### src/ubaPkg.sv
// Unibus adapter interrupt path
// Shared widths, status register field positions and acknowledge codes

package ubaPkg;

   //////////////////////////////////////////////////////////////////////
   // Widths
   //////////////////////////////////////////////////////////////////////

   // PI level number, 0 means no interrupt
   localparam int piWidth = 3;

   // One-hot bus interrupt for PI 1..7
   // Bit n-1 carries PI level n
   localparam int busIntrWidth = 7;

   // Device request lines 7..4
   // Bit 3 is line 7, bit 0 is line 4
   localparam int devCount = 4;

   // Device interrupt vector
   localparam int vectorWidth = 16;

   // Status register data word
   localparam int regWidth = 16;

   //////////////////////////////////////////////////////////////////////
   // Status register fields
   //////////////////////////////////////////////////////////////////////

   // Low group PI level, bits 2..0
   localparam int pilLsb = 0;

   // High group PI level, bits 5..3
   localparam int pihLsb = 3;

   // Read-only request status
   localparam int intLoBit = 6;
   localparam int intHiBit = 7;

   //////////////////////////////////////////////////////////////////////
   // Acknowledge codes
   //////////////////////////////////////////////////////////////////////

   // One-hot over lines 7..4, empty when nobody is acknowledged
   localparam logic [devCount-1:0] intaNone = 4'b0000;
   localparam logic [devCount-1:0] intaR7   = 4'b1000;
   localparam logic [devCount-1:0] intaR6   = 4'b0100;
   localparam logic [devCount-1:0] intaR5   = 4'b0010;
   localparam logic [devCount-1:0] intaR4   = 4'b0001;

endpackage : ubaPkg

### src/ubaStatusReg.sv
// Unibus adapter status register
// Holds the high and low group PI levels, reads back with live request status

`timescale 1ns/1ns

module ubaStatusReg
(
   input  logic                       clk,
   input  logic                       rst,
   // CPU side
   input  logic                       regWrite,
   input  logic [ubaPkg::regWidth-1:0] regWdata,
   output logic [ubaPkg::regWidth-1:0] regRdata,
   // Live request status from the interrupt block
   input  logic                       intHi,
   input  logic                       intLo,
   // Stored PI levels
   output logic [ubaPkg::piWidth-1:0]  piHigh,
   output logic [ubaPkg::piWidth-1:0]  piLow
);

   import ubaPkg::*;

   //////////////////////////////////////////////////////////////////////
   // PI level storage
   //////////////////////////////////////////////////////////////////////

   // Only the two PI fields are writable
   // Everything else in the write word is dropped
   always_ff @(posedge clk or posedge rst)
   begin
      if (rst)
      begin
         // No interrupt level assigned out of reset
         piHigh <= '0;
         piLow  <= '0;
      end
      else if (regWrite)
      begin
         piHigh <= regWdata[pihLsb +: piWidth];
         piLow  <= regWdata[pilLsb +: piWidth];
      end
   end

   //////////////////////////////////////////////////////////////////////
   // Readback word
   //////////////////////////////////////////////////////////////////////

   // Stored fields plus request status straight from the devices
   // Unused bits read as zero
   always_comb
   begin
      regRdata = '0;
      // PI fields
      regRdata[pilLsb +: piWidth] = piLow;
      regRdata[pihLsb +: piWidth] = piHigh;
      // Live status, not latched
      regRdata[intLoBit] = intLo;
      regRdata[intHiBit] = intHi;
   end

   //////////////////////////////////////////////////////////////////////
   // Checks
   //////////////////////////////////////////////////////////////////////

   // Upper byte stays clear whatever the CPU wrote there
   aUpperClear : assert property (
      @(posedge clk) disable iff (rst)
      regRdata[regWidth-1:intHiBit+1] == '0
   )
   else
      $error("status readback has bits set above the INTHI bit");

endmodule : ubaStatusReg

### src/ubaIntr.sv
// Unibus adapter interrupt block
// Raises bus interrupt levels per group and acknowledges the WRU winner

`timescale 1ns/1ns

module ubaIntr
(
   input  logic                            clk,
   input  logic                            rst,
   // Device request levels, bit 3 is line 7
   input  logic [ubaPkg::devCount-1:0]     devIntr,
   // Group PI levels from the status register
   input  logic [ubaPkg::piWidth-1:0]      piHigh,
   input  logic [ubaPkg::piWidth-1:0]      piLow,
   // Group request status back to the register
   output logic                            intHi,
   output logic                            intLo,
   // One-hot interrupt to the bus
   output logic [ubaPkg::busIntrWidth-1:0] busIntr,
   // Who-are-you cycle
   input  logic                            wruRead,
   input  logic [ubaPkg::piWidth-1:0]      busPi,
   output logic [ubaPkg::devCount-1:0]     devInta
);

   import ubaPkg::*;

   logic [busIntrWidth-1:0] intrHigh;
   logic [busIntrWidth-1:0] intrLow;

   //////////////////////////////////////////////////////////////////////
   // Group request status
   //////////////////////////////////////////////////////////////////////

   // Lines 7 and 6 form the high group
   assign intHi = devIntr[3] | devIntr[2];
   // Lines 5 and 4 form the low group
   assign intLo = devIntr[1] | devIntr[0];

   //////////////////////////////////////////////////////////////////////
   // PI level decode
   //////////////////////////////////////////////////////////////////////

   // Level n sets bit n-1, level 0 gives nothing
   function automatic logic [busIntrWidth-1:0] piDecode(
      input logic [piWidth-1:0] level
   );
      logic [busIntrWidth-1:0] oneHot;
      oneHot = '0;
      if (level != '0)
      begin
         oneHot[level - 1'b1] = 1'b1;
      end
      return oneHot;
   endfunction

   // Each group only drives its level while it has a request
   assign intrHigh = intHi ? piDecode(piHigh) : '0;
   assign intrLow  = intLo ? piDecode(piLow) : '0;

   // Both groups may sit on the same level, OR merges them
   assign busIntr = intrHigh | intrLow;

   //////////////////////////////////////////////////////////////////////
   // WRU acknowledge
   //////////////////////////////////////////////////////////////////////

   // Served level is compared against the high group first
   // Within a group the higher line number wins
   always_ff @(posedge clk or posedge rst)
   begin
      if (rst)
      begin
         devInta <= intaNone;
      end
      else if (wruRead && (busPi == piHigh))
      begin
         if (devIntr[3])
            devInta <= intaR7;
         else if (devIntr[2])
            devInta <= intaR6;
         else
            devInta <= intaNone;
      end
      else if (wruRead && (busPi == piLow))
      begin
         if (devIntr[1])
            devInta <= intaR5;
         else if (devIntr[0])
            devInta <= intaR4;
         else
            devInta <= intaNone;
      end
      else
      begin
         // Acknowledge lasts a single cycle
         devInta <= intaNone;
      end
   end

   //////////////////////////////////////////////////////////////////////
   // Checks
   //////////////////////////////////////////////////////////////////////

   // At most one device acknowledged at a time
   aIntaOneHot : assert property (
      @(posedge clk) disable iff (rst)
      $onehot0(devInta)
   )
   else
      $error("more than one device acknowledged");

   // No acknowledge without a WRU strobe on the cycle before
   aIntaNeedsWru : assert property (
      @(posedge clk) disable iff (rst)
      !wruRead |=> (devInta == intaNone)
   )
   else
      $error("acknowledge issued without a WRU strobe");

endmodule : ubaIntr

### src/ubaVectorLatch.sv
// Unibus adapter vector latch
// Captures the acknowledged device's vector and strobes it out

`timescale 1ns/1ns

module ubaVectorLatch
(
   input  logic                           clk,
   input  logic                           rst,
   // Acknowledge from the interrupt block
   input  logic [ubaPkg::devCount-1:0]    devInta,
   // Vectors for lines 4, 5, 6 and 7
   input  logic [ubaPkg::vectorWidth-1:0] devVector0,
   input  logic [ubaPkg::vectorWidth-1:0] devVector1,
   input  logic [ubaPkg::vectorWidth-1:0] devVector2,
   input  logic [ubaPkg::vectorWidth-1:0] devVector3,
   // Latched vector for the bus
   output logic [ubaPkg::vectorWidth-1:0] vecData,
   output logic                           vecValid
);

   import ubaPkg::*;

   logic [vectorWidth-1:0] vecSel;
   logic                   intaSeen;

   //////////////////////////////////////////////////////////////////////
   // Vector select
   //////////////////////////////////////////////////////////////////////

   assign intaSeen = (devInta != intaNone);

   // Acknowledge is one-hot, so a plain case picks the line
   always_comb
   begin
      case (devInta)
         intaR7:  vecSel = devVector3;
         intaR6:  vecSel = devVector2;
         intaR5:  vecSel = devVector1;
         intaR4:  vecSel = devVector0;
         default: vecSel = '0;
      endcase
   end

   //////////////////////////////////////////////////////////////////////
   // Capture
   //////////////////////////////////////////////////////////////////////

   // Vector holds until the next acknowledge
   always_ff @(posedge clk or posedge rst)
   begin
      if (rst)
      begin
         vecData <= '0;
      end
      else if (intaSeen)
      begin
         vecData <= vecSel;
      end
   end

   // One strobe per acknowledge
   always_ff @(posedge clk or posedge rst)
   begin
      if (rst)
         vecValid <= 1'b0;
      else
         vecValid <= intaSeen;
   end

   //////////////////////////////////////////////////////////////////////
   // Checks
   //////////////////////////////////////////////////////////////////////

   // Two strobes in a row need two acknowledges in a row before them
   aValidPulse : assert property (
      @(posedge clk) disable iff (rst)
      (vecValid && $past(vecValid)) |->
         (($past(devInta) != intaNone) && ($past(devInta, 2) != intaNone))
   )
   else
      $error("vector strobe held high without back-to-back acknowledges");

endmodule : ubaVectorLatch

### src/ubaIrqTop.sv
// Unibus adapter interrupt path top level
// Status register, interrupt block and vector latch wired together

`timescale 1ns/1ns

module ubaIrqTop
(
   input  logic                            clk,
   input  logic                            rst,
   // CPU status register access
   input  logic                            regWrite,
   input  logic [ubaPkg::regWidth-1:0]     regWdata,
   output logic [ubaPkg::regWidth-1:0]     regRdata,
   // Device requests and bus interrupt levels
   input  logic [ubaPkg::devCount-1:0]     devIntr,
   output logic [ubaPkg::busIntrWidth-1:0] busIntr,
   // WRU cycle and acknowledge
   input  logic                            wruRead,
   input  logic [ubaPkg::piWidth-1:0]      busPi,
   output logic [ubaPkg::devCount-1:0]     devInta,
   // Device vectors, lines 4..7
   input  logic [ubaPkg::vectorWidth-1:0]  devVector0,
   input  logic [ubaPkg::vectorWidth-1:0]  devVector1,
   input  logic [ubaPkg::vectorWidth-1:0]  devVector2,
   input  logic [ubaPkg::vectorWidth-1:0]  devVector3,
   // Vector out to the bus
   output logic [ubaPkg::vectorWidth-1:0]  vecData,
   output logic                            vecValid
);

   import ubaPkg::*;

   // Register to interrupt block
   logic [piWidth-1:0] piHigh;
   logic [piWidth-1:0] piLow;

   // Interrupt block back to the register
   logic intHi;
   logic intLo;

   //////////////////////////////////////////////////////////////////////
   // Status register
   //////////////////////////////////////////////////////////////////////

   ubaStatusReg statusReg0
   (
      .clk      (clk),
      .rst      (rst),
      .regWrite (regWrite),
      .regWdata (regWdata),
      .regRdata (regRdata),
      .intHi    (intHi),
      .intLo    (intLo),
      .piHigh   (piHigh),
      .piLow    (piLow)
   );

   //////////////////////////////////////////////////////////////////////
   // Interrupt request and WRU acknowledge
   //////////////////////////////////////////////////////////////////////

   ubaIntr intr0
   (
      .clk     (clk),
      .rst     (rst),
      .devIntr (devIntr),
      .piHigh  (piHigh),
      .piLow   (piLow),
      .intHi   (intHi),
      .intLo   (intLo),
      .busIntr (busIntr),
      .wruRead (wruRead),
      .busPi   (busPi),
      .devInta (devInta)
   );

   //////////////////////////////////////////////////////////////////////
   // Vector latch, one edge behind the acknowledge
   //////////////////////////////////////////////////////////////////////

   ubaVectorLatch vectorLatch0
   (
      .clk        (clk),
      .rst        (rst),
      .devInta    (devInta),
      .devVector0 (devVector0),
      .devVector1 (devVector1),
      .devVector2 (devVector2),
      .devVector3 (devVector3),
      .vecData    (vecData),
      .vecValid   (vecValid)
   );

endmodule : ubaIrqTop

### config.mk
export PLATFORM = sky130hd
export DESIGN_NAME = ubaIrqTop
export DESIGN_NICKNAME = d
export VERILOG_FILES = /design/src/ubaPkg.sv /design/src/ubaStatusReg.sv /design/src/ubaIntr.sv /design/src/ubaVectorLatch.sv /design/src/ubaIrqTop.sv
export SDC_FILE = /design/constraint.sdc
export NUM_CORES = 1
export LEC_CHECK = 0
export CAP_MARGIN = 40
export CORE_AREA = 2 2 86 88
export CTS_CLUSTER_DIAMETER = 150
export CTS_CLUSTER_SIZE = 28
export DETAILED_ROUTE_END_ITERATION = 12
export DIE_AREA = 0 0 88 90
export DONT_BUFFER_PORTS = 1
export MAX_ROUTING_LAYER = met4
export SLEW_MARGIN = 30
export SYNTH_ARGS = -nofsm -noshare
export SYNTH_HDL_FRONTEND = slang
export SYNTH_SLANG_ARGS = --single-unit
### constraint.sdc
create_clock -name clk -period 1.85 [get_ports clk]
set_clock_uncertainty 0.2 [all_clocks]
set_input_delay 0 -clock clk [delete_from_list [all_inputs] [get_ports clk]]
set_output_delay 0 -clock clk [all_outputs]
set_load 0.05 [all_outputs]
Yosys cells after proc, flatten, opt, wreduce, memory -nomap -nowiden
Index checks and enable logic that the tools add are counted.

Flip-flop bits (word level): 27. Output and inout port bits: 44. Logic and storage cells: 42. Bits of input ports: 91.

Multiplexer cells: 15. Magnitude comparators: 4. Add/sub/neg operators: 2. Equality and inequality tests: 6. Bitwise logic cells: 3. Reduce and logical (&&, ||, !) cells: 7.

Operator list (number): case mux 16 bit (4 select lines) (1); two-way mux 7 bit (4); two-way mux 4 bit (4); less-than comparator 3 x 4 -> 1 bit, second input constant (2); bitwise OR 7 bit (1); demux 1 bit (select 3 bit) (2); == test 3 bit (2); >= comparator 3 x 1 -> 1 bit, second input constant (2); nonzero test 3 bit (2); subtractor 3 x 1 -> 3 bit, second input constant (2); == test 4 x 1 -> 1 bit, second input constant (1); == test 4 x 2 -> 1 bit, second input constant (1); == test 4 x 3 -> 1 bit, second input constant (1); == test 4 bit, second input constant (1); logical AND 1 bit (4); nonzero test 4 bit (1); two-way mux 1 bit (3); two-way mux 3 bit (1); bitwise OR 1 bit (2).

Logic depth before layout (Yosys ltp)
Gate-level depths: netlist of run 1.

Depth after elaboration: 8. Depth in mapped cells: 5. Mapped depth without buffers: 5.

By module
From an unflattened synthesis of run 1, not the netlist that was laid out.

Cells, all modules: 184. Area total of the unflattened synthesis: 1933.1 µm².

By module, submodules not included: ubaVectorLatch (instances 1, area each 1103.6 µm², seq. area each 425.4 µm², cells each 102); ubaIntr (instances 1, area each 450.4 µm², seq. area each 100.1 µm², cells each 51); ubaStatusReg (instances 1, area each 379.1 µm², seq. area each 150.1 µm², cells each 31).

Worst setup path after synthesis of run 1
Ideal clock, no wire load.

Kind: register to output. Start: reg statusReg0.piLow[0] (netlist name). End: out busIntr[2] (netlist name). Path slack: -0.863 ns. Stages on the path, launching flop included: 5. Required time: 1.650 ns. Arrival: 2.513 ns. Buffers on the path: 0. Cells stage by stage: dfrtp_1 -> inv_1 -> ha_1 -> xor2_1 -> o32ai_1.

Word-level cells in the longest chain between the ends: 8. Elaborated cells between the ends (all ways): 10. Those cells by class: add/sub: 1; order compare: 2; mux: 4; bitwise: 1; reduce/logical: 2.

RTL lines: start: declaration (line ubaStatusReg.sv:19) `output logic [ubaPkg::piWidth-1:0] piLow`; start signal: assignment (line ubaStatusReg.sv:41) `piLow <= regWdata[pilLsb +: piWidth];`; subtractor 3 x 1 -> 3 bit (line ubaIntr.sv:52) `oneHot[level - 1'b1] = 1'b1;`; less-than comparator 3 x 4 -> 1 bit (implied by the code) / >= comparator 3 x 1 -> 1 bit (equally long branches) (line ubaIntr.sv:52); logical AND 1 bit (implied by the code) (line ubaIntr.sv:52); two-way mux 1 bit (implied by the code) (line ubaIntr.sv:52); demux 1 bit (select 3 bit); two-way mux 7 bit * (line ubaIntr.sv:50) `if (level != '0)`; two-way mux 7 bit * (line ubaIntr.sv:59) `assign intrLow = intLo ? piDecode(piLow) : '0;`; bitwise OR 7 bit * (line ubaIntr.sv:62) `assign busIntr = intrHigh | intrLow;`; end: declaration (line ubaIrqTop.sv:16) `output logic [ubaPkg::busIntrWidth-1:0] busIntr,`.

Every way passes the cells marked *; elsewhere a longest branch is shown, timed or not.

Worst setup path in the final report of run 1
Start: reg statusReg0.piLow[1] (netlist name). End: out busIntr[0] (netlist name).

The elaborated chain is that of the path after synthesis.

==> results of run 1 <==
[power groups by stage]
stage | sequential (mW) | combinational [mW] | clock (mW)
CTS | 1.36 | 1.40 | 0.372
global route | 1.39 | 1.52 | 0.394
detailed placement | 1.37 | 1.23 | 0
global placement | 1.37 | 1.22 | 0
floorplan | 1.60 | 0.678 | 0
finish | 1.37 | 1.42 | 0.350
[routing by layer]
metal  vias up  track usage  wire, um
met5         -            -         0
met4         0       0.0718       199
met1       898        0.173      2480
li1        863            -         -
met3        20       0.0450       439
met2        96        0.312      3590
[cells in the mapped netlist, drive strengths merged, types with 2 or more instances]
cell type | instances | area [sq um]
a22oi | 15 | 113
buf | 18 | 136
clkbuf | 2 | 7.51
dfrtp | 27 | 676
ha | 4 | 50.1
inv | 6 | 22.5
mux2 | 2 | 22.5
mux2i | 16 | 160
nand2 | 26 | 97.6
nand2b | 4 | 25.0
nand3 | 5 | 25.0
nor2 | 2 | 7.51
nor2b | 2 | 17.5
nor3 | 3 | 15.0
o21ai | 4 | 20.0
o221ai | 15 | 131
o22ai | 5 | 31.3
o32ai | 3 | 26.3
or2 | 4 | 25.0
or3 | 2 | 12.5
xnor2 | 7 | 61.3
[worst reg2reg max path: stages (launching register included)]
cell and delay (ns):
dfrtp_1 0.47, buf_4 0.24, nor4b_4 0.27, buf_4 0.25, nand2_1 0.11, o221ai_1 0.10
[cells in the final DEF (no fill, tap or decap), types with 2 or more instances in the layout]
master / netlist / layout
a22oi_1: 15 / 15
buf_12: 0 / 7
buf_4: 11 / 28
clkbuf_8: 0 / 3
conb_1: 1 / 8
dfrtp_1: 27 / 20
dfrtp_2: 0 / 7
dlygate4sd3_1: 0 / 80
ha_2: 0 / 2
ha_4: 0 / 2
inv_1: 6 / 2
inv_2: 0 / 2
inv_4: 0 / 2
mux2_2: 2 / 2
mux2i_1: 16 / 16
nand2_1: 26 / 24
nand2b_4: 0 / 2
nand3_4: 0 / 3
nor2_1: 2 / 2
nor3_1: 3 / 3
o21ai_0: 4 / 4
o221ai_1: 15 / 15
o22ai_4: 0 / 4
o32ai_4: 0 / 3
or2_2: 3 / 2
xnor2_1: 7 / 6
[kinds of logic after synthesis]
group                      synth area share
and+or+nand+nor                       0.160
AOI/OAI and AO/OA                     0.188
DFF                                   0.384
buffers and inverters                0.0945
muxes                                 0.104
xor gates and xnor gates             0.0398
adders and majority gates            0.0284
other                               0.00213
[worst min-delay path by stage]
stage          from                      end  slack, ns  cells after the start
5_1_grt         rst  vectorLatch0.vecData[8]       0.05                      2
6_report        rst     statusReg0.piHigh[2]      0.008                      2
4_1_cts         rst         intr0.devInta[3]       0.04                      2
3_3_place_gp    rst      statusReg0.piLow[2]      -0.24                      1
3_5_place_dp    rst      statusReg0.piLow[2]      -0.23                      1
2_1_floorplan   rst         intr0.devInta[0]      -0.15                      1
[metrics by stage]
stage          power [mW]  utilization  hold WS (ns)
2_1_floorplan        2.28            -        -0.148
3_3_place_gp         2.59        0.327        -0.238
3_5_place_dp         2.60        0.327        -0.226
4_1_cts              3.13        0.455        0.0401
5_1_grt              3.30        0.460        0.0465
6_report             3.15        0.460       0.00840
[sequential cells by signal (all words and copies together), names as in the netlist]
name,count
statusReg0.piHigh,3
vectorLatch0.vecValid,1
statusReg0.piLow,3
vectorLatch0.vecData,16
intr0.devInta,4
[final cells by class]
| class | instances | area, sq um |
|---|---|---|
| clock inverters | 1 | 7.51 |
| multi-input cells | 134 | 1190 |
| repair buffers | 115 | 1150 |
| clock buffers | 3 | 41.3 |
| fillers | 632 | 3790 |
| well taps | 99 | 124 |
| flip-flops and latches | 27 | 684 |
| inverters | 6 | 27.5 |
[repair_timing]
item | in CTS | in global routing
gates resized for setup | 7 | 3
buffers inserted | 4 | 3
pin swaps | 4 | 3
hold endpoints to repair | 53 | 0
endpoints found under the setup margin | 7 | 20
hold buffers | 80 | 0
==> results summary, run 1 <==
The number of instances in the synthesized netlist is 180. The proportion of power drawn by combinational gates came out at 0.452. The relative max-transition margin is 0.644. The slowest stage of the critical path is the dfrtp_2 cell. The kind of cell adding the most delay to the critical path is flip-flops. The area of the die is between 7000 and 8000 sq um. The maximum single-stage delay on the critical path came out at approximately 0.40 ns. The worst path in the final design needs a cycle of around 1.9 ns, including I/O delays and setup.

The portion of the post-synthesis area used by sequential elements is 0.384. After floorplanning, the core was divided into 31 placement rows. The element type at the critical path end is an output port. The detailed placement HPWL is about 4.1 mm.

TritonCTS built the clock tree. The worst setup slack after layout came out at -0.0509 ns. Counting cells, the worst reg-to-reg path comes to 5. The tool flagged a number of max-cap violations equal to 0. The total vias in the final route is between 1500 and 2000. In this run the critical register-to-register path is launched from intr0.devInta[0]. The count of input and output buffers came out at 0.

The power density normalized to cell area is 974 nW/um^2. The number of buffers on the longest clock path came out at 2. The minimum setup slack among reg-to-reg paths came out at about 0.11 ns. The fraction of the cycle the final worst path needs is 1.03. The layout cell share with drive strength beyond 1 is 0.283. For this design the static power due to leakage is 1.23 nW. Counting flops with a built-in enable in the synthesized netlist gives 0.

Measured along the y axis, the die boundary spans about 90 um. The internal power is approximately 1.6 mW. Following the worst setup path forward leads to its endpoint at busIntr[0].

The number of remaining DRC errors is 0. The remaining global-route overflow is 0. The number of pins exceeding their max-slew limit in the final report came out at 0. Setup repair after global routing could not meet its margin everywhere. The kind of launch point of the worst setup path is a register. The initial antenna violation count is 0.

The checks that failed: setup timing. The first routing iteration left 71 violations. The wire length reported by the detailed router came out at between 6 and 7 mm. The register share of total power is 0.436. In the synthesized netlist the dominant register cell turns out to be dfrtp_1.

The cell area reported after detailed placement came out at 2300 sq um. The number of distinct library cell variants in the gate-level netlist after synthesis is 32. Static timing analysis puts the maximum clock frequency at about 530 MHz. STA puts the critical path data required time at 1.65 ns. The cell total after placement came out at 294.

The number of global-route vias before repair is about 2200. The type of the most critical hold path is in2async. The run finished, with violations left. The transition time at the pin with the least slew margin is 0.533 ns. The signal on the critical path passes through inv_4 > ha_4 > xor2_4 > or2_4 > o22ai_4 > buf_12. Synthesis inferred 27 register bits. From synthesis to final layout, the design area changed by 83.5%. The effective utilization at floorplan is 0.251.

After clock tree synthesis, the clock-pin slew on the worst setup and hold paths is ~0.10 ns. The wire length of the first global-routing pass is roughly 10 mm. The worst setup path is of the reg2out kind. The residual antenna-violating net count after detailed routing came out at 0. The number of failing hold endpoints at the final stage is 0. The most critical setup path has its startpoint at statusReg0.piLow[1]. The count of non-filler cells in the finished layout came out at slightly below 400.

The number of detailed-routing iterations run before antenna repair is 4. The summed instance area of the synthesized netlist came out at roughly 1800 sq um. The total area inside the core boundary comes to 7020 sq um. During synthesis, Yosys emitted a total of 0 warnings. After routing the design area is between 3000 and 4000 sq um.

Together, buffers and inverters on the worst path number 2. The later-pin clock latency in the skew report is 0.27 ns. In this run the number of H-tree levels came out at 1. The largest driver fanout on the critical path is 5. At the worst endpoint, the arrival time is ~1.7 ns. The switching part of the total is 0.506. The clock power share came out at 0.111. The worst slack at placement came out at 0.0847 ns. The net total in the final layout came out at about 380. After detailed routing, the number of vias per cell comes to 4.88. The average wire per cell in the routed design is 17.4 um. The number of top-level pins came out at ~140.

The tree is rooted in a clkbuf_8. The final weighted congestion in routability-driven placement is roughly 0.78. The number of cells on the critical path came out at 6. In the global route stage, overall resource usage came out at 0.173.

The proportion of register bits with asynchronous set or reset after synthesis is 1.00. The width of the die came out at around 90 um. Setup violations remaining at the end of the flow were counted as 6. The analysis attributes to net switching a power of 1.59 mW. The pin count of the biggest net entering global routing came out at 17. The worst register-to-register path ends at vectorLatch0.vecData[3].

Dividing the synthesized area by the synthesized cell count gives 9.78 sq um. The clock sink total came out at 27. The highest ir drop seen on vdd came out at around 0.41 mV.

The final-layout setup total negative slack is -0.156 ns. The total CTS buffers came out at 3. The number of diodes added for antenna fixing came out at 0.
No activity file was read; power rests on OpenSTA's default activity.
==> run 2: changes to the inputs <==
--- a/config.mk
+++ b/config.mk
@@ -13,6 +13,7 @@
 export DIE_AREA = 0 0 88 90
 export DONT_BUFFER_PORTS = 1
 export MAX_ROUTING_LAYER = met4
+export PLACE_DENSITY = 0.39
 export SLEW_MARGIN = 30
 export SYNTH_ARGS = -nofsm -noshare
 export SYNTH_HDL_FRONTEND = slang
==> constraint.sdc (replaced) <==
create_clock -name clk -period 2.2 [get_ports clk]
set_clock_uncertainty 0.2 [all_clocks]
set_input_delay 0 -clock clk [delete_from_list [all_inputs] [get_ports clk]]
set_output_delay 0 -clock clk [all_outputs]
set_load 0.05 [all_outputs]
==> run 2 against run 1 <==
The flow now finishes without violations. Largest power group is now registers. Clock power down 16%. Sequential power is 6% lower. Via count decreased by 4.3%. Sequential share of layout area rose by 1.9 points. Clock-buffer cell count stayed put. Die area unchanged. Highest routed layer unchanged. Critical path depth is the same. Non-clock buffer count shrank 10.
==> results summary, run 2 (synthesis results as in run 1) <==
Status: completed (was finished, violations left). Counting I/O delays and the setup requirement, the final critical path takes 2.04 ns. The transition time at the pin with the least slew margin came to 0.718 ns (was 0.533 ns). The origin of the critical flop-to-flop path is statusReg0.piHigh[1] (was intr0.devInta[0]). The number of remaining DRC errors is 0 (unchanged).

The logic depth of the worst register-to-register path came to 5 (unchanged). The count of input and output buffers was 0 (unchanged). The number of global-route vias before repair is 2011 (was 2169). The violation count after the first detailed-routing iteration is 98 (was 71). The effective utilization at floorplan came to 0.251 (unchanged). The initial antenna violation count came out at 0 (unchanged). The number of max-capacitance violations reported came to 0 (unchanged). The net switching component of the power is 1.26 mW (was 1.59 mW). The number of H-tree levels came out at 1 (unchanged). The required time of the critical path came out at 2.00 ns (was 1.65 ns).

The area added between synthesis and finish was 66.4% (was 83.5%). The combined area of the multi-input logic cells was 1020 sq um (was 1190 sq um). The power density normalized to cell area came out at 828 nW/um^2 (was 974 nW/um^2). The CTS tree is done (unchanged). The total CTS buffers came out at 3 (unchanged). The final weighted congestion in routability-driven placement is 0.792 (was 0.780).

The top achievable clock speed came out at between 400 and 500 MHz. The layout cell share with drive strength beyond 1 came out at 0.149 (was 0.283). The average wire per cell in the routed design is 16.3 um (was 17.4 um). The pin count of the biggest net entering global routing is 28 (was 17). The minimum setup slack among reg-to-reg paths was 0.23 ns (was 0.11 ns). The design area came out at 2930 sq um (was 3230 sq um). The width of the die came to 88 um (unchanged). The area of the core region is 7020 sq um (unchanged). The wire length reported by the detailed router is 6.11 mm (was 6.71 mm). The static leakage came to 1.15 nW (was 1.23 nW). The capturing instance or port of the critical path is busIntr[0] (unchanged). The kind of launch point of the worst setup path is a register (unchanged). The cell area reported after detailed placement was 2020 sq um (was 2300 sq um). The largest driver fanout on the critical path is 4 (was 5).

The clock-pin slew of the registers on the worst-case setup and hold paths is 0.10 ns (about the same). The element type at the critical path end is an output port (unchanged). The number of failing hold endpoints at the final stage came out at 0 (unchanged). The register containing the most flip-flops in the final layout is vectorLatch0.vecData (unchanged). The number of pins exceeding their max-slew limit in the final report came out at 0 (unchanged).

The switching part of the total came out at 0.519 (was 0.506). The startpoint-to-endpoint class of the critical path is reg2out (unchanged). The number of rows created at floorplan is 31 (unchanged).

The total vias in the final route is 1796 (was 1877). The detailed placement HPWL is 3.94 mm (was 4.09 mm). The net total in the final layout is 372 (was 382). The later-pin clock latency in the skew report is 0.28 ns (was 0.27 ns). The proportion of power drawn by combinational gates is 0.348 (was 0.452).

The most common cell after layout, fill and taps aside is dlygate4sd3_1 (unchanged). The count of non-filler cells in the finished layout came to 375 (was 385). The number of diodes added for antenna fixing came out at 0 (unchanged). The clock power share came out at 0.121 (was 0.111).

The reg-to-reg critical path endpoint is intr0.devInta[1] (was vectorLatch0.vecData[3]). The cell total after placement is 287 (was 294). Most used cells in the layout excluding fill and tap cells: dlygate4sd3_1 (84), nand2_1 (26), dfrtp_1 (26) (was dlygate4sd3_1 (80), buf_4 (28), nand2_1 (24)). The filler cell count in the final layout came out at 688 (was 632). The launch point of the worst path was statusReg0.piLow[1] (unchanged). Biggest regs: vectorLatch0.vecData (16), intr0.devInta (4) (unchanged). The arrival time reported for the critical path endpoint is 1.84 ns (was 1.70 ns).

The type of the most critical hold path is in2async (unchanged). The number of detailed-routing iterations run before antenna repair came out at 4 (unchanged). The area of the die was 7920 sq um (unchanged). The clock sink total came out at 27 (unchanged). The remaining global-route overflow came to 0 (unchanged).

RSZ-0062 raised after global routing: false (was true). The number of vias per cell came out at 4.79 (was 4.88). The internal power came out at 1.17 mW (was 1.55 mW). The fraction of the cycle the final worst path needs came out at 0.927.

The number of top-level pins is 135 (unchanged). The highest ir drop seen on vdd came out at 0.505 mV (was 0.411 mV). The clock tree root driver cell is clkbuf_8 (unchanged).

The relative max-transition margin is 0.519 (was 0.644). The number of endpoints failing setup at the final stage is 0 (was 6). The y dimension of the die was 90 um (unchanged). The flip-flop count of the largest register after layout is 16 (unchanged). The wire length of the first global-routing pass came out at 9.72 mm (was 10.4 mm). The residual antenna-violating net count after detailed routing came out at 0 (unchanged). The total global-route track usage came out at 0.158 (was 0.173). The register share of total power is 0.531 (was 0.436). The number of buffers on the longest clock path is 2 (unchanged). The final core utilization is 0.417 (was 0.460).

The sequential standard cell area came out at 677 sq um (was 684 sq um).
## run 2: changes by cell type in the layout (fill, tap and decap cells not counted), sizes merged
cell / before / now
dlygate4sd3: 80 / 84
buf: 35 / 21
## run 2: worst max-delay path, cell delays in order (launching register included)
cell	delay, ns
dfrtp_1	0.36
inv_1	0.08
ha_1	0.37
inv_1	0.07
or2_2	0.35
o22ai_4	0.18
buf_12	0.16
## run 2: per-stage QoR
stage	hold WS (ns)	setup slack [ns]	total power, mW	setup TNS (ns)
6_report	0.0277	0.161	2.42	0
5_1_grt	0.0717	0.0721	2.55	0
2_1_floorplan	-0.147	-0.257	1.83	-0.700
3_5_place_dp	-0.218	0.320	2.01	0
4_1_cts	0.0258	0.0958	2.43	0
3_3_place_gp	-0.221	0.412	1.99	0
## run 2: metal layers
metal	share of wire	GRT usage	vias to the layer above	routed length (um)
met5	0	-	-	0
met4	0.031	0.0487	0	189
met3	0.065	0.0303	20	400
met2	0.53	0.290	91	3260
met1	0.37	0.167	848	2270
li1	-	-	837	-
## run 2: power by group through the flow
| stage | clock, mW | sequential (mW) | combinational, mW |
|---|---|---|---|
| finish | 0.293 | 1.29 | 0.844 |
| global route | 0.329 | 1.31 | 0.919 |
| CTS | 0.312 | 1.28 | 0.839 |
| detailed placement | 0 | 1.29 | 0.716 |
| global placement | 0 | 1.29 | 0.700 |
| floorplan | 0 | 1.34 | 0.494 |
## run 2: how the worst min path moves through the flow
stage,startpoint,to,slack [ns],cells past startpoint
finish,rst,vectorLatch0.vecData[2],0.03,3
CTS,rst,vectorLatch0.vecData[2],0.03,3
global placement,rst,vectorLatch0.vecData[0],-0.22,2
detailed placement,rst,vectorLatch0.vecData[0],-0.22,2
global route,rst,vectorLatch0.vecData[2],0.07,3
floorplan,rst,intr0.devInta[0],-0.15,1
## run 2: final cells by class
class / instances / area share
repair buffers: 105 / 0.354
multi-input cells: 134 / 0.349
flip-flops and latches: 27 / 0.231
well taps: 99 / 0.0423
clock buffers: 3 / 0.0141
inverters: 6 / 0.00769
clock inverters: 1 / 0.00256
## run 2: what timing repair did
item / CTS / global route
gates resized for setup: 0 / 2
setup endpoints to repair: 0 / 5
setup buffers: 0 / 0
hold buffers: 84 / 0
hold endpoints to repair: 53 / 0
==> run 3: changes to the inputs <==
--- a/config.mk
+++ b/config.mk
@@ -12,8 +12,10 @@
 export DETAILED_ROUTE_END_ITERATION = 12
 export DIE_AREA = 0 0 88 90
 export DONT_BUFFER_PORTS = 1
+export GPL_TIMING_DRIVEN = 0
 export MAX_ROUTING_LAYER = met4
 export PLACE_DENSITY = 0.39
+export SETUP_SLACK_MARGIN = 0.2
 export SLEW_MARGIN = 30
 export SYNTH_ARGS = -nofsm -noshare
 export SYNTH_HDL_FRONTEND = slang
==> run 3 against run 2 <==
The flow now finishes with violations (hold timing). Non-clock buffer count increased by 10. Power increased by 3.0%. Clock-buffer cell count increased by 1. Die area unchanged. Critical endpoint is now busIntr[1]. Cell area increased by 9.3%. Final cell count increased by 2.7%. Register-to-register slack improved by 0.03 ns. Maximum frequency decreased by 5.5%.
==> results summary, run 3 (synthesis results as in run 1) <==
The static leakage is 1.20 nW (was 1.15 nW). The area of the core region is 7020 sq um (unchanged). The post-layout total power is 2.50 mW (was 2.42 mW). The number of endpoints failing setup at the final stage is 0 (unchanged). The count of input and output buffers is 0 (unchanged). The type of the most critical hold path is in2reg (was in2async). The number of failing hold endpoints at the final stage came out at 1 (was 0). The clock power share is 0.112 (was 0.121). The violation count after the first detailed-routing iteration came out at 58 (was 98).

The flip-flop count of the largest register after layout is 16 (unchanged). The internal power came out at 1.19 mW (was 1.17 mW). The total vias in the final route is 1882 (was 1796). The highest ir drop seen on vdd was 0.297 mV (was 0.505 mV). The kind of launch point of the worst setup path is a register (unchanged). The clock tree root driver cell is clkbuf_8 (unchanged). RSZ-0062 raised after global routing: true (was false). The clock-pin slew of the registers on the worst-case setup and hold paths was 0.09 ns (was 0.10 ns). The area added between synthesis and finish is 81.8% (was 66.4%). The number of global-route vias before repair came out at 2139 (was 2011).

The final reports fail on hold timing. The number of H-tree levels came out at 1 (unchanged). The number of rows created at floorplan came out at 31 (unchanged). The relative max-transition margin was 0.592 (was 0.519).

The largest driver fanout on the critical path is 5 (was 4). The clock sink total was 27 (unchanged). The number of stages on the worst hold path is 2. The net switching component of the power is 1.30 mW (was 1.26 mW). The count of non-filler cells in the finished layout is 385 (was 375). Status: finished, violations left (was completed). The number of max-capacitance violations reported is 0 (unchanged). The transition time at the pin with the least slew margin came out at 0.616 ns (was 0.718 ns).

The number of pins exceeding their max-slew limit in the final report is 0 (unchanged). The total global-route track usage came out at 0.168 (was 0.158). The switching part of the total was 0.522 (was 0.519). The proportion of power drawn by combinational gates is 0.333 (was 0.348). The number of top-level pins is 135 (unchanged). The most common cell after layout, fill and taps aside is dlygate4sd3_1 (unchanged). Most used cells in the layout excluding fill and tap cells: dlygate4sd3_1 (88), nand2_1 (24), buf_4 (18) (was dlygate4sd3_1 (84), nand2_1 (26), dfrtp_1 (26)).

The top achievable clock speed is 463 MHz (was 490 MHz). The wire length of the first global-routing pass is 10.4 mm (was 9.72 mm). The element type at the critical path end is an output port (unchanged). The kind of cell adding the most delay to the critical path is flip-flops (was adder cells).

The total CTS buffers came out at 3 (unchanged). The wire length reported by the detailed router is 6.55 mm (was 6.11 mm). The arrival time reported for the critical path endpoint is 1.96 ns (was 1.84 ns).

The final critical path time including I/O delays and setup came out at 2.16 ns (was 2.04 ns). The pin count of the biggest net entering global routing came out at 28 (unchanged). The number of cells on the critical path is 5 (was 6). The maximum single-stage delay on the critical path came out at 0.57 ns (was 0.37 ns). The worst-case hold slack is -0.00110 ns (was 0.0277 ns). The filler cell count in the final layout came out at 639 (was 688). The combined area of the multi-input logic cells is 1220 sq um (was 1020 sq um). The cell total after placement is 286 (was 287). The register share of total power came out at 0.555 (was 0.531). The layout cell share with drive strength beyond 1 is 0.266 (was 0.149).

The count of buffer and inverter cells on the critical path came out at 1 (was 3). The number of remaining DRC errors came out at 0 (unchanged). The CTS tree is done (unchanged). The logic depth of the worst register-to-register path came out at 4 (was 5). The remaining global-route overflow came out at 0 (unchanged). The detailed placement HPWL came out at 4.06 mm (was 3.94 mm).

The final weighted congestion in routability-driven placement is 0.728 (was 0.792). The power density normalized to cell area is 780 nW/um^2 (was 828 nW/um^2). The later-pin clock latency in the skew report is 0.27 ns (was 0.28 ns). The number of diodes added for antenna fixing is 0 (unchanged).

The area of the die came out at 7920 sq um (unchanged). The number of buffers on the longest clock path came out at 2 (unchanged). The number of detailed-routing iterations run before antenna repair is 4 (unchanged). The fraction of the cycle the final worst path needs came to 0.981 (was 0.927). The slowest library cell on the worst path is dfrtp_2 (was ha_1). The number of vias per cell came out at 4.89 (was 4.79).

The y dimension of the die was 90 um (unchanged). The effective utilization at floorplan was 0.251 (unchanged). The net total in the final layout was 382 (was 372). Cell-by-cell listing of the critical path: inv_4 > ha_4 > xor2_4 > or2_4 > o22ai_4 (was inv_1 > ha_1 > inv_1 > or2_2 > o22ai_4 > buf_12). The residual antenna-violating net count after detailed routing came out at 0 (unchanged).

Biggest regs: vectorLatch0.vecData (16), intr0.devInta (4) (unchanged). The width of the die came out at 88 um (unchanged). The average wire per cell in the routed design came out at 17.0 um (was 16.3 um). The register containing the most flip-flops in the final layout was vectorLatch0.vecData (unchanged).

The required time of the critical path came out at 2.00 ns (about the same). The startpoint-to-endpoint class of the critical path is reg2out (unchanged). The sequential standard cell area came to 696 sq um (was 677 sq um).

The initial antenna violation count came out at 0 (unchanged).
[run 3: changes by cell type in the layout (fill, tap and decap cells not counted), sizes merged]
cell | previous run | this run
buf | 21 | 24
clkinvlp | 1 | 0
clkbuf | 3 | 7
dlygate4sd3 | 84 | 88
[run 3: worst register-to-register path, cell delays in order (launching register included)]
cell           delay [ns]
dfrtp_2              0.63
xnor2_1              0.17
nand2_1              0.06
dlygate4sd3_1        0.58
nor3_1               0.21
[run 3: path summary, 6_finish.rpt]
kind	from	to	slack (ns)
max reg2reg	statusReg0.piLow[2]	intr0.devInta[1]	0.26
min	regWrite	statusReg0.piHigh[1]	-0.001
min in group asynchronous	rst	vectorLatch0.vecData[13]	0.04
max	statusReg0.piLow[1]	busIntr[1]	0.04
min reg2reg	intr0.devInta[0]	vectorLatch0.vecValid	0.56
max in group asynchronous	rst	statusReg0.piLow[0]	1.31
[run 3: what timing repair did]
| item | in CTS | in global routing |
|---|---|---|
| buffers inserted | 6 | 1 |
| pin swaps | 12 | 7 |
| cloned | 0 | 0 |
| hold buffers | 88 | 0 |
| endpoints found under the hold margin | 53 | 0 |
| setup endpoints to repair | 18 | 18 |
| gates resized for setup | 37 | 6 |
[run 3: power by group through the flow]
stage / Sequential (mW) / Combinational, mW / Clock, mW
after floorplan: 1.34 / 0.542 / 0
after global placement: 1.38 / 0.593 / 0
after detailed placement: 1.38 / 0.618 / 0
after CTS: 1.38 / 0.818 / 0.301
after global routing: 1.41 / 0.896 / 0.323
final: 1.39 / 0.832 / 0.279
[run 3: routing by layer]
metal  global-route usage  part of all wire
met2                0.323              0.55
met3               0.0358             0.068
met4               0.0359             0.019
met1                0.170              0.36
met5                    -                 0
[run 3: cell type report]
class / count / area share
tap: 99 / 0.0387
clock buffer: 4 / 0.0141
inverter: 6 / 0.0102
timing repair buffer: 95 / 0.293
buffer: 20 / 0.0469
multi-input combinational: 134 / 0.380
sequential: 27 / 0.217
[run 3: metrics by stage]
step	TNS, ns	instance area, sq um	hold WS (ns)	setup WS [ns]	utilization
after floorplan	0	1930	-0.148	0.227	-
after global placement	0	2050	-0.0716	0.0457	0.293
after detailed placement	0	2050	-0.204	0.0346	0.293
after CTS	0	3180	0.00128	0.0250	0.453
after global routing	-0.125	3200	0.0442	-0.0416	0.456
final	0	3200	-0.00110	0.0425	0.456
